## src/rtl/fetch_params.svh

```systemverilog
`ifndef FETCH_PARAMS_SVH
`define FETCH_PARAMS_SVH

// Width of every fetch address and of the PC register
`define FETCH_XLEN 32

// BTB size, indexed with the PC bits just above bit 1
`define BTB_ENTRIES 16

// Return address stack depth, a power of two so the pointer wraps on its own
`define RAS_DEPTH 4

// Instruction memory depth in 32-bit words
`define IMEM_WORDS 256

// First address fetched after reset
`define RESET_PC 32'h0000_0000

`endif

```

## src/rtl/fetch_pkg.sv

```systemverilog
`default_nettype none

`include "fetch_params.svh"

package fetch_pkg;

  // Prediction that chose a fetch address, carried along with that address
  typedef struct packed {
    logic                   btb_hit;
    logic                   taken;
    logic                   is_return;
    logic                   ras_used;
    logic [`FETCH_XLEN-1:0] target;
  } pred_t;

  // One fetched instruction handed to decode
  typedef struct packed {
    logic                   valid;
    logic [31:0]            instr;
    logic [`FETCH_XLEN-1:0] pc;
    logic [`FETCH_XLEN-1:0] pc_plus4;
    pred_t                  pred;
  } fetch_out_t;

  // Control flow correction coming back from execute
  typedef struct packed {
    logic                   valid;
    logic [`FETCH_XLEN-1:0] target;
  } redirect_t;

  // BTB training write
  typedef struct packed {
    logic                   valid;
    logic [`FETCH_XLEN-1:0] pc;
    logic [`FETCH_XLEN-1:0] target;
    logic                   is_return;
  } btb_update_t;

  // Instruction memory load, addressed by word
  typedef struct packed {
    logic                           en;
    logic [$clog2(`IMEM_WORDS)-1:0] addr;
    logic [31:0]                    data;
  } imem_wr_t;

endpackage

`default_nettype wire

```

## src/rtl/next_pc_sel.sv

```systemverilog
`default_nettype none
`timescale 1ns/1ps

`include "fetch_params.svh"

module next_pc_sel (
  input  wire logic                   clk,
  input  wire logic                   rst_n,
  input  wire logic                   advance,
  input  wire fetch_pkg::redirect_t   redirect,
  input  wire logic                   btb_hit,
  input  wire logic [`FETCH_XLEN-1:0] btb_target,
  input  wire logic                   btb_is_return,
  input  wire logic                   ras_valid,
  input  wire logic [`FETCH_XLEN-1:0] ras_top,
  output logic [`FETCH_XLEN-1:0]      pc,
  output logic [`FETCH_XLEN-1:0]      pc_next,
  output fetch_pkg::pred_t            pred,
  output logic                        ras_pop,
  output logic                        valid_if
);

  logic [`FETCH_XLEN-1:0] pc_q;
  logic                   valid_q;
  logic                   fetched_q;
  logic                   use_btb;
  logic                   use_ras;

  // pc_q is the address presented last cycle; fetched_q says whether it was
  // actually read, which is false right after reset and right after a redirect
  // Predictions are only trusted for an address that really went to memory
  assign use_btb = fetched_q && btb_hit;
  assign use_ras = use_btb && btb_is_return && ras_valid;

  always_comb begin
    pred = '0;
    if (redirect.valid) begin
      pc_next = redirect.target;
    end else if (!fetched_q) begin
      // Present the reset PC or the redirect target again until it is read
      pc_next = pc_q;
    end else if (use_ras) begin
      // Return predicted by the BTB, but the stack knows the real caller
      pc_next        = ras_top;
      pred.btb_hit   = 1'b1;
      pred.taken     = 1'b1;
      pred.is_return = 1'b1;
      pred.ras_used  = 1'b1;
    end else if (use_btb) begin
      pc_next        = btb_target;
      pred.btb_hit   = 1'b1;
      pred.taken     = 1'b1;
      pred.is_return = btb_is_return;
    end else begin
      pc_next = pc_q + `FETCH_XLEN'(4);
    end
    pred.target = pc_next;
  end

  // Nothing moves without advance, so a redirect must be held until it is taken
  always_ff @(posedge clk) begin
    if (!rst_n) begin
      pc_q      <= `RESET_PC;
      valid_q   <= 1'b0;
      fetched_q <= 1'b0;
    end else if (advance) begin
      pc_q      <= pc_next;
      valid_q   <= 1'b1;
      fetched_q <= valid_q && !redirect.valid;
    end
  end

  // Pop exactly when the RAS target is the address being read this edge
  assign ras_pop  = advance && !redirect.valid && use_ras;
  assign pc       = pc_q;
  assign valid_if = valid_q;

endmodule

`default_nettype wire

```

## config.mk

```make
export PLATFORM = sky130hd
export DESIGN_NAME = next_pc_sel
export DESIGN_NICKNAME = d
export VERILOG_FILES = /design/src/rtl/fetch_pkg.sv /design/src/rtl/next_pc_sel.sv
export VERILOG_INCLUDE_DIRS = /design/src /design/src/rtl
export SDC_FILE = /design/constraint.sdc
export NUM_CORES = 1
export LEC_CHECK = 0
export BUFFER_PORTS_ARGS = -buffer_cell sky130_fd_sc_hd__clkbuf_2
export CAP_MARGIN = 25
export CORE_UTILIZATION = 47
export CTS_BUF_LIST = sky130_fd_sc_hd__clkbuf_8
export DETAILED_ROUTE_END_ITERATION = 12
export PLACE_DENSITY = 0.84
export SKIP_CTS_REPAIR_TIMING = 1
export SYNTH_ARGS = -nofsm -noshare
export SYNTH_HDL_FRONTEND = slang
export SYNTH_SLANG_ARGS = --single-unit
```

## constraint.sdc

```tcl
create_clock -name clk -period 3.3 [get_ports clk]
set_clock_uncertainty 0.15 [all_clocks]
set_input_delay 0.66 -clock clk [delete_from_list [all_inputs] [get_ports clk]]
set_output_delay 0.66 -clock clk [all_outputs]
set_load 0.02 [all_outputs]
```

# After elaboration in Yosys (flattened, before gate mapping)

Cells that the tools add are included.

Bits in registers: 34
Bits in latches: 0
RAM bits: 0
ROM bits: 0
Output and inout bits: 102
Logic and storage cells: 20
Memories kept: 0

$add $sub $neg: 1
Multipliers: 0
Divide/modulo/power cells: 0
Order comparisons: 0
Equality and inequality tests: 0
Shift operators: 0
Mux-type cells: 9
Bitwise gates (word level): 0
Reduce and logical (&&, ||, !) cells: 7

Operators by type and width:

| kind                    | count |
|---|---|
| $mux W32                | 4 |
| $add A32 B3 Y32 const B | 1 |
| $mux W4                 | 2 |
| $logic_and A1 B1 Y1     | 6 |
| $mux W3                 | 2 |
| $logic_not A1 Y1        | 1 |
| $mux W1                 | 1 |

# Longest topological paths before layout

Gate-level depths: netlist of run 1.

Word-level depth: 6
Mapped depth: 9

# Worst setup path after synthesis of run 1

Ideal clock, no wire load.

Kind: flip-flop to output port
Start: register pc_q[8] (netlist: pc[8])
End: output pred[22] (netlist bit)
Arrival time: 2.583 ns
Data required time: 2.490 ns
Slack: -0.093 ns
Cell stages (with the launch flop): 9
Cell sequence: dfxtp_1 -> buf_2 -> nand3_1 -> nor4_2 -> buf_2 -> nand3_1 -> xor2_1 -> a21boi_0 -> buf_4

Cells in the longest elaborated chain, start to end: 5

RTL lines:

| item                   | line              | text |
|---|---|---|
| start, declared        | next_pc_sel.sv:23 | `` logic [`FETCH_XLEN-1:0] pc_q; `` |
| start signal, assigned | next_pc_sel.sv:63 | `` pc_q <= `RESET_PC; `` |
| start signal, assigned | next_pc_sel.sv:67 | `pc_q <= pc_next;` |
| $add A32 B3 Y32        | next_pc_sel.sv:55 | `` pc_next = pc_q + `FETCH_XLEN'(4); `` |
| $mux W32               | next_pc_sel.sv:49 | `end else if (use_btb) begin` |
| $mux W32               | next_pc_sel.sv:42 | `end else if (use_ras) begin` |
| $mux W32               | next_pc_sel.sv:39 | `end else if (!fetched_q) begin` |
| $mux W32               | next_pc_sel.sv:37 | `if (redirect.valid) begin` |
| end, declared          | next_pc_sel.sv:18 | `output fetch_pkg::pred_t pred,` |

No other way between the ends.

# Worst setup path after layout of run 1

Start: register pc_q[13] (netlist: pc[13])
End: output pc_next[29]

Cells in the longest elaborated chain, start to end: 5

RTL lines:

| item            | line              | text |
|---|---|---|
| $add A32 B3 Y32 | next_pc_sel.sv:55 |  |
| $mux W32        | next_pc_sel.sv:49 |  |
| $mux W32        | next_pc_sel.sv:42 |  |
| $mux W32        | next_pc_sel.sv:39 |  |
| $mux W32        | next_pc_sel.sv:37 |  |
| end, declared   | next_pc_sel.sv:17 | `` output logic [`FETCH_XLEN-1:0] pc_next, `` |

No other way between the ends.

==> results of run 1 <==
==> through the flow <==
step,hold slack [ns],instances
final,0.346,816
after global routing,0.375,816
after CTS,0.357,816
after detailed placement,0.344,809
after global placement,0.323,809
after floorplan,0.403,558
==> layout make-up <==
type,count,area [um2],area share (%)
clock buffers,5,68.8,1.46
clock inverters,2,7.51,0.160
inverters,14,52.6,1.12
multi-input cells,430,2510,53.4
flip-flops and latches,34,691,14.7
well taps,99,124,2.64
repair buffers,232,1240,26.5
==> sequential cells by signal (all words and copies together), names as in the netlist <==
register / cells
pc: 32
fetched_q: 1
valid_if: 1
==> synthesized netlist by cell type, types with 5 or more instances <==
master | number | area [um2]
nand2_1 | 85 | 319
nor2_1 | 53 | 199
o21ai_0 | 43 | 215
clkbuf_1 | 34 | 128
dfxtp_1 | 34 | 681
buf_4 | 33 | 248
a21oi_1 | 26 | 130
nand3_1 | 25 | 125
a211oi_1 | 19 | 143
and3_1 | 18 | 113
a31oi_1 | 15 | 93.8
inv_1 | 14 | 52.6
a221oi_1 | 10 | 87.6
nand4_1 | 10 | 62.6
and2_1 | 9 | 56.3
nor3_1 | 9 | 45.0
a311oi_1 | 7 | 61.3
buf_2 | 7 | 35.0
o22ai_1 | 7 | 43.8
xor2_1 | 7 | 61.3
buf_1 | 6 | 22.5
o31ai_1 | 6 | 45.0
a22oi_1 | 5 | 37.5
==> worst min-delay path, delay by kind of cell, from the launching register on <==
family / cells / cell delay [ns]
flops: 1 / 0.33
simple gates: 2 / 0.13
==> cell families (layout without fill, tap and decap cells) <==
family          Yosys count  after routing  share of synthesized area, %
fa+ha+maj                 1              1                         0.341
simple gates            232            232                          30.2
xor+xnor                  9              9                          2.15
buf+inv                  94            253                          13.2
mux                       7              7                          2.01
compound gates          181            181                          33.5
flops                    34             34                          18.6
==> path summary, 6_finish.rpt <==
| kind | startpoint | end | slack [ns] | depth (start not counted) |
|---|---|---|---|---|
| setup / recovery | pc[13]$_SDFFE_PN0P_ | pc_next[29] | 0.10 | 7 |
| hold / removal | valid_if$_SDFFE_PN0P_ | valid_if$_SDFFE_PN0P_ | 0.35 | 2 |
| setup reg to reg | pc[5]$_SDFFE_PN0P_ | pc[19]$_SDFFE_PN0P_ | 1.14 | 5 |
| hold reg to reg | valid_if$_SDFFE_PN0P_ | valid_if$_SDFFE_PN0P_ | 0.35 | 2 |
==> layout by cell type, fill, tap and decap left out, drive strengths merged, types with 5 or more instances in the layout <==
cell type / count
o22ai: 7
nand2: 85
buf: 28
o31ai: 6
nor4: 5
xor2: 7
inv: 16
nand3: 26
dfxtp: 34
and2: 9
o21ai: 43
nor3: 9
nand4: 11
a31oi: 15
and3: 18
a21oi: 26
a22oi: 6
nor2: 53
a311oi: 7
clkbuf: 209
a221oi: 10
a211oi: 19
==> layer usage <==
metal	vias up	GRT usage (%)	part of all wire (%)
li1	2339	-	-
met1	2264	39.9	40
met2	286	55.3	48
met3	30	7.15	9.9
met4	0	12.4	2.4
met5	-	0	0
==> power by group <==
part / total (uW) / switching (uW) / internal, uW / leakage [uW]
combinational: 558 / 348 / 210 / 0.00190
sequential: 484 / 45.5 / 439 / 0.000283
clock: 302 / 162 / 139 / 0.0000466
==> results by group, run 1 <==
STA
  • Finish-stage setup viols: 0
  • Period Utilization, post-route: 97.0%
  • Fin. max-slew vios: 0
  • Worst slew margin: 60.3%
  • Final hold violation count: 0
  • Fmax achieved: 313 MHz
  • RSZ-0062 raised after global routing: no
  • Slew @ Worst Pin: 0.581 ns
  • Post-route setup slack: 0.101 ns
  • Final min period: 3.20 ns
  • Total negative slack: 0 ns

Placement
  • Estimated wirelength of the detail-placed design: 10.5 mm
  • Buffers on Ports: 204
  • Dpl ws: 0.239 ns
  • Placed instance area: 0.00460 mm2
  • Gpl congestion: 0.899

Global route
  • Largest net degree at the start of global routing: 30
  • Vias in the first global route: 4532
  • GRT Util Overall: 32.5%
  • GRT Residual Overflow: 0
  • Antenna violations before repair: 0
  • Global-route wire length before repair: 21.7 mm

Worst setup path
  • Maximum single-stage delay on the critical path: 0.43 ns
  • CP Cell Sequence: nand4_2 -> nor4_2 -> buf_4 -> nand4_1 -> xor2_1 -> o22ai_1 -> clkbuf_2
  • Max stage delay cell, worst path: dfxtp_2
  • Crit path required time: 2.49 ns
  • Endpoint class of the critical path: primary output
  • Top Family by Delay on Critical Path: simple AND/OR/NAND/NOR gates
  • Type of origin of the critical path: register
  • Crit path DAT: 2.39 ns
  • Setup Crit Path Kind: register to primary output
  • Worst Path Max Fanout: 14
  • Worst Path Buf+Inv: 2

Floorplanning
  • Die Height: 90.3 um
  • IO Pins: 205
  • Floorplan Core Area: 0.00741 mm2
  • Die Area: 0.00816 mm2
  • Starting Density: 49.5%
  • Row Count: 31
  • Die Span X: 90.3 um

Detailed routing
  • Vias/cell: 6.03
  • Final wirelength: 13.6 mm
  • Drt wl/cell: 16.7 um
  • 1st-iter DRT viols: 325
  • DRC violation count after routing: 0
  • Detail Route Antenna Nets: 0
  • Vias: 4919
  • Drt first pass iters: 5

Logic synthesis
  • Post-synth cell types: 59
  • Syn Nets: 662
  • Synth async-reset ratio: 0%
  • Syn avg cell area: 6.57 um2
  • Yosys Warn Count: 0
  • Seq/Total Area, Yosys: 18.6%
  • Synth Flop Type: dfxtp_1
  • Post-synth EDFFs: 0
  • Post-synthesis cell area: 0.00367 mm2
  • Syn Inst Count: 558
  • Synth Register Bits: 34

Clock tree
  • TritonCTS Buffers: 5
  • Clock slew at reported path FFs: 0.07 ns
  • Sink Count: 34
  • Worst-Skew Late Latency: 0.30 ns
  • Level count of the clock H-tree: 2
  • CTS tree: yes
  • Root Buffer: clkbuf_8
  • CTS Buffer Depth: 2

Final layout
  • Layout area overhead: 28.1%
  • Core Util, Final: 63.4%
  • FILL cells: 711
  • Post-route cell area: 0.00470 mm2
  • # diodes: 0
  • Nets@finish: 821
  • Layout cells sized above 1: 36.3%

Run status
  • Run status: finished, final reports clean

Power
  • Overall power: 1340 uW
  • Pwr dens: 286 mW/mm2
  • VDD IR max: 0.000203 V
  • Leakage: 0.00223 uW

Min path
  • Worst Hold Class: register to register

Job
  • Max-cap violations: 0
No activity file was read; power rests on OpenSTA's default activity.
==> run 2, diff against run 1 <==
--- a/config.mk
+++ b/config.mk
@@ -8,10 +8,10 @@
 export LEC_CHECK = 0
 export BUFFER_PORTS_ARGS = -buffer_cell sky130_fd_sc_hd__clkbuf_2
 export CAP_MARGIN = 25
-export CORE_UTILIZATION = 47
+export CORE_UTILIZATION = 50
 export CTS_BUF_LIST = sky130_fd_sc_hd__clkbuf_8
 export DETAILED_ROUTE_END_ITERATION = 12
-export PLACE_DENSITY = 0.84
+export PLACE_DENSITY = 0.89
 export SKIP_CTS_REPAIR_TIMING = 1
 export SYNTH_ARGS = -nofsm -noshare
 export SYNTH_HDL_FRONTEND = slang
==> constraint.sdc (replaced) <==
create_clock -name clk -period 4.04 [get_ports clk]
set_clock_uncertainty 0.15 [all_clocks]
set_input_delay 0.808 -clock clk [delete_from_list [all_inputs] [get_ports clk]]
set_output_delay 0.808 -clock clk [all_outputs]
set_load 0.02 [all_outputs]
==> results by group, run 2 (same netlist as run 1, synthesis figures left out) <==
Detailed routing
  • Drt first pass iters: 5
  • Final wirelength: 13.9 mm
  • Detail Route Antenna Nets: 0
  • Vias: 4955
  • Drt wl/cell: 17.3 um
  • Vias/cell: 6.19
  • DRC violation count after routing: 0
  • 1st-iter DRT viols: 290

Floorplanning
  • Floorplan Core Area: 0.00694 mm2
  • Die Span X: 87.6 um
  • Die Area: 0.00768 mm2
  • IO Pins: 205
  • Starting Density: 52.8%
  • Die Height: 87.6 um
  • Row Count: 30

STA
  • Fin. max-slew vios: 0
  • Total negative slack: 0 ns
  • Period Utilization, post-route: 92.4%
  • Final min period: 3.73 ns
  • Worst slew margin: 48.9%
  • RSZ-0062 raised after global routing: no
  • Finish-stage setup viols: 0
  • Final hold violation count: 0
  • Slew @ Worst Pin: 0.763 ns
  • Fmax achieved: 268 MHz

Worst setup path
  • Reg2reg start: pc[2]$_SDFFE_PN0P_
  • Maximum single-stage delay on the critical path: 0.47 ns
  • Top Family by Delay on Critical Path: compound AO/OA/AOI/OAI gates
  • Type of origin of the critical path: input pin
  • Max stage delay cell, worst path: and2_1
  • R2r endpoint: pc[19]$_SDFFE_PN0P_
  • Setup Crit Path Kind: input pin to primary output
  • CP Cell Sequence: clkbuf_2 -> and2_1 -> mux2_2 -> a32o_1 -> a221oi_1 -> a21oi_1 -> clkbuf_2
  • Crit path required time: 3.08 ns
  • Endpoint class of the critical path: primary output
  • Most Frequent Cell on Critical Path: clkbuf_2
  • Worst Path Buf+Inv: 2
  • Worst r2r path cells: 5
  • Reg-to-reg slack, setup: 1.60 ns
  • Crit path DAT: 2.78 ns
  • Worst Path Max Fanout: 17

Clock tree
  • Sink Count: 34
  • Level count of the clock H-tree: 2
  • TritonCTS Buffers: 5
  • CTS tree: yes
  • Clock slew at reported path FFs: 0.07 ns
  • CTS Buffer Depth: 2
  • Worst-Skew Late Latency: 0.30 ns
  • Root Buffer: clkbuf_8

Min path
  • Worst Hold Class: register to register
  • Min-Delay Endpoint: pc[1]$_SDFFE_PN0P_
  • Worst Min Path Start: pc[1]$_SDFFE_PN0P_
  • Hold path depth: 2

Global route
  • Global-route wire length before repair: 21.1 mm
  • GRT Util Overall: 35.0%
  • Largest net degree at the start of global routing: 35
  • GRT Residual Overflow: 0
  • Antenna violations before repair: 0
  • Vias in the first global route: 4459

Power
  • Pwr dens: 256 mW/mm2
  • Leakage: 0.00216 uW
  • VDD IR max: 0.000119 V

Final layout
  • Largest register FFs: 32
  • Core Util, Final: 66.1%
  • # diodes: 0
  • Layout cells sized above 1: 33.9%
  • Layout area overhead: 25.1%
  • Most frequent cells in the layout: 204 x clkbuf_2, 85 x nand2_1, 53 x nor2_1
  • Nets@finish: 807
  • Most common cell after layout, fill and taps aside: clkbuf_2

Job
  • Max-cap violations: 0

Placement
  • Estimated wirelength of the detail-placed design: 10.4 mm
  • Gpl congestion: 0.922
  • Buffers on Ports: 204

Run status
  • Run status: finished, final reports clean
run 2: cell count changes in the layout (fill, tap and decap cells not counted), sizes merged:
cell    delta
buf       -14
bufinv     +1
clkinv     +2
inv        -2
run 2: metal layers:
metal	vias to the layer above	GRT usage, %	share of wire, %
met2	287	62.4	50
met5	-	0	0
li1	2313	-	-
met3	31	5.94	8.7
met1	2324	41.8	38
met4	0	13.6	2.6
run 2: report_power, final:
group          total [uW]  switching, uW  internal [uW]
Sequential            398           41.0            357
Clock                 331            149            182
Combinational         446            282            163
Total                1170            472            702
run 2: stage by stage:
stage               setup WS [ns]  instance area [um2]  power, uW  hold WS (ns)  cells
floorplan                   0.355                 3670        705         0.403    558
global placement            0.372                 4480        836         0.339    792
detailed placement          0.354                 4480        845         0.352    792
CTS                         0.350                 4590       1170         0.361    800
global route                0.183                 4590       1220         0.383    800
finish                      0.306                 4590       1170         0.362    800
run 2: area by class of cell:
class / count / area [um2]
Multi-Input combinational cell: 430 / 2500
Fill cell: 642 / 2350
Timing Repair Buffer: 218 / 1130
Sequential cell: 34 / 681
Tap cell: 96 / 120
Clock buffer: 5 / 68.8
Inverter: 14 / 52.6
Clock inverter: 3 / 40.0
run 2: how the worst max path moves through the flow:
stage / from / to / depth (start not counted)
2_1_floorplan: btb_is_return / pred[27] / 9
3_3_place_gp: ras_valid / pred[18] / 7
3_5_place_dp: ras_valid / pc_next[18] / 7
4_1_cts: ras_valid / pc_next[18] / 7
5_1_grt: ras_valid / pc_next[18] / 7
6_report: ras_valid / pc_next[18] / 7
run 2: worst reg2reg max path, stage by stage (launching register included):
cell      delay (ns)
dfxtp_1         0.51
nand3_1         0.26
or3_1           0.51
or4_4           0.57
a22oi_2         0.19
a211oi_1        0.10
==> run 3, diff against run 2 <==
--- a/config.mk
+++ b/config.mk
@@ -11,8 +11,10 @@
 export CORE_UTILIZATION = 50
 export CTS_BUF_LIST = sky130_fd_sc_hd__clkbuf_8
 export DETAILED_ROUTE_END_ITERATION = 12
+export GPL_TIMING_DRIVEN = 0
 export PLACE_DENSITY = 0.89
 export SKIP_CTS_REPAIR_TIMING = 1
+export SLEW_MARGIN = 30
 export SYNTH_ARGS = -nofsm -noshare
 export SYNTH_HDL_FRONTEND = slang
 export SYNTH_SLANG_ARGS = --single-unit
==> results by group, run 3 (same netlist as run 1, synthesis figures left out) <==
Run status
  • Run status: finished, final reports clean

Final layout
  • Final Non-Filler Cells: 864
  • Layout cells sized above 1: 35.5%
  • Most common cell after layout, fill and taps aside: clkbuf_2
  • Most frequent cells in the layout: 211 x clkbuf_2, 85 x nand2_1, 53 x nor2_1
  • Largest register FFs: 32
  • Layout area overhead: 34.6%
  • # diodes: 0
  • Core Util, Final: 71.1%
  • Nets@finish: 871

Global route
  • GRT Residual Overflow: 0
  • GRT Util Overall: 42.8%
  • Vias in the first global route: 4882
  • Antenna violations before repair: 0
  • Largest net degree at the start of global routing: 12
  • Global-route wire length before repair: 24.7 mm

Detailed routing
  • Vias/cell: 6.30
  • Detail Route Antenna Nets: 0
  • DRC violation count after routing: 0
  • Drt wl/cell: 19.5 um
  • 1st-iter DRT viols: 535
  • Vias: 5439
  • Final wirelength: 16.8 mm
  • Drt first pass iters: 6

Power
  • NetSw: 512 uW
  • Pwr dens: 253 mW/mm2
  • Leakage: 0.00238 uW
  • Sequential Power Share: 31.3%
  • Internal Power: 736 uW
  • Gate power share: 41.3%
  • VDD IR max: 0.000160 V
  • Sw frac: 41.0%
  • Clock power share: 27.4%

Clock tree
  • Level count of the clock H-tree: 2
  • CTS tree: yes
  • Root Buffer: clkbuf_8
  • CTS Buffer Depth: 2
  • Clock slew at reported path FFs: 0.09 ns
  • TritonCTS Buffers: 5
  • Worst-Skew Late Latency: 0.30 ns
  • Sink Count: 34

STA
  • Period Utilization, post-route: 98.6%
  • Final min period: 3.98 ns
  • Fmax achieved: 251 MHz
  • Final hold violation count: 0
  • Finish-stage setup viols: 0
  • Fin. max-slew vios: 0
  • Worst slew margin: 47.6%
  • Post-route setup slack: 0.0561 ns
  • Slew @ Worst Pin: 0.786 ns

Worst setup path
  • Setup Crit Path Kind: input pin to primary output
  • Reg2reg start: fetched_q$_SDFFE_PN0P_
  • CP startpoint: redirect[32]
  • Worst r2r path cells: 6
  • Worst Path Max Fanout: 10
  • Max stage delay cell, worst path: clkbuf_1
  • Type of origin of the critical path: input pin
  • Worst Path Buf+Inv: 6
  • Most Frequent Cell on Critical Path: clkbuf_2
  • CP Cell Sequence: clkbuf_2 -> clkbuf_1 -> clkbuf_1 -> clkbuf_2 -> a221oi_1 -> o22ai_1 -> buf_4 -> clkbuf_2
  • WP depth: 8
  • Maximum single-stage delay on the critical path: 0.56 ns
  • Crit path DAT: 3.03 ns
  • Endpoint class of the critical path: primary output
  • Top Family by Delay on Critical Path: buffers and inverters
  • Crit path required time: 3.08 ns

Floorplanning
  • IO Pins: 205
  • Row Count: 30
  • Floorplan Core Area: 0.00694 mm2
  • Die Height: 87.6 um
  • Die Area: 0.00768 mm2
  • Die Span X: 87.6 um
  • Starting Density: 52.8%

Placement
  • Gpl congestion: 0.976
  • Buffers on Ports: 202
  • Estimated wirelength of the detail-placed design: 12.5 mm
  • Placed insts: 856
  • Dpl ws: -0.293 ns

Job
  • Max-cap violations: 0

Min path
  • Hold path depth: 2
  • Worst Hold Class: register to register
  • Worst Min Path Start: pc[0]$_SDFFE_PN0P_
-- run 3: cell type report --
cell class / count / area [um2]
timing repair buffer: 202 / 1010
buffer: 80 / 444
inverter: 14 / 52.6
clock inverter: 3 / 40.0
fill: 634 / 2010
tap: 96 / 120
sequential: 34 / 681
multi-input combinational: 430 / 2520
clock buffer: 5 / 68.8
-- run 3: path summary, 6_finish.rpt --
path,to,slack (ns)
worst max-delay path,pred[29],0.06
worst min-delay path,pc[0]$_SDFFE_PN0P_,0.37
worst max register to register,pc[6]$_SDFFE_PN0P_,1.35
worst min register to register,pc[0]$_SDFFE_PN0P_,0.37
-- run 3: tightest hold or removal path, cell delays in order, from the launching register on --
cell      delay [ns]
dfxtp_1         0.34
nor2_1          0.09
a211oi_1        0.05
-- run 3: through the flow --
step                  TNS, ns  power, uW  instance area, um2  hold WS, ns
detailed placement      -2.83        899                4800        0.349
global route        -0.000975       1280                4930        0.388
CTS                     -3.16       1220                4910        0.360
global placement        -2.24        889                4800        0.338
finish                      0       1250                4930        0.368
floorplan                   0        705                3670        0.403
-- run 3: per-layer routing --
metal | GRT usage, % | wire length [um] | vias up
met5 | 0 | 0 | -
met2 | 72.0 | 7940 | 440
met1 | 51.1 | 6180 | 2478
met4 | 24.9 | 785 | 0
li1 | - | - | 2445
met3 | 7.73 | 1930 | 76
-- run 3: power by group through the flow --
stage          registers, uW  logic (uW)  clock network [uW]
5_1_grt                  394         550                 340
3_3_place_gp             396         493                   0
3_5_place_dp             397         502                   0
4_1_cts                  389         504                 330
2_1_floorplan            415         289                   0
6_report                 391         516                 342
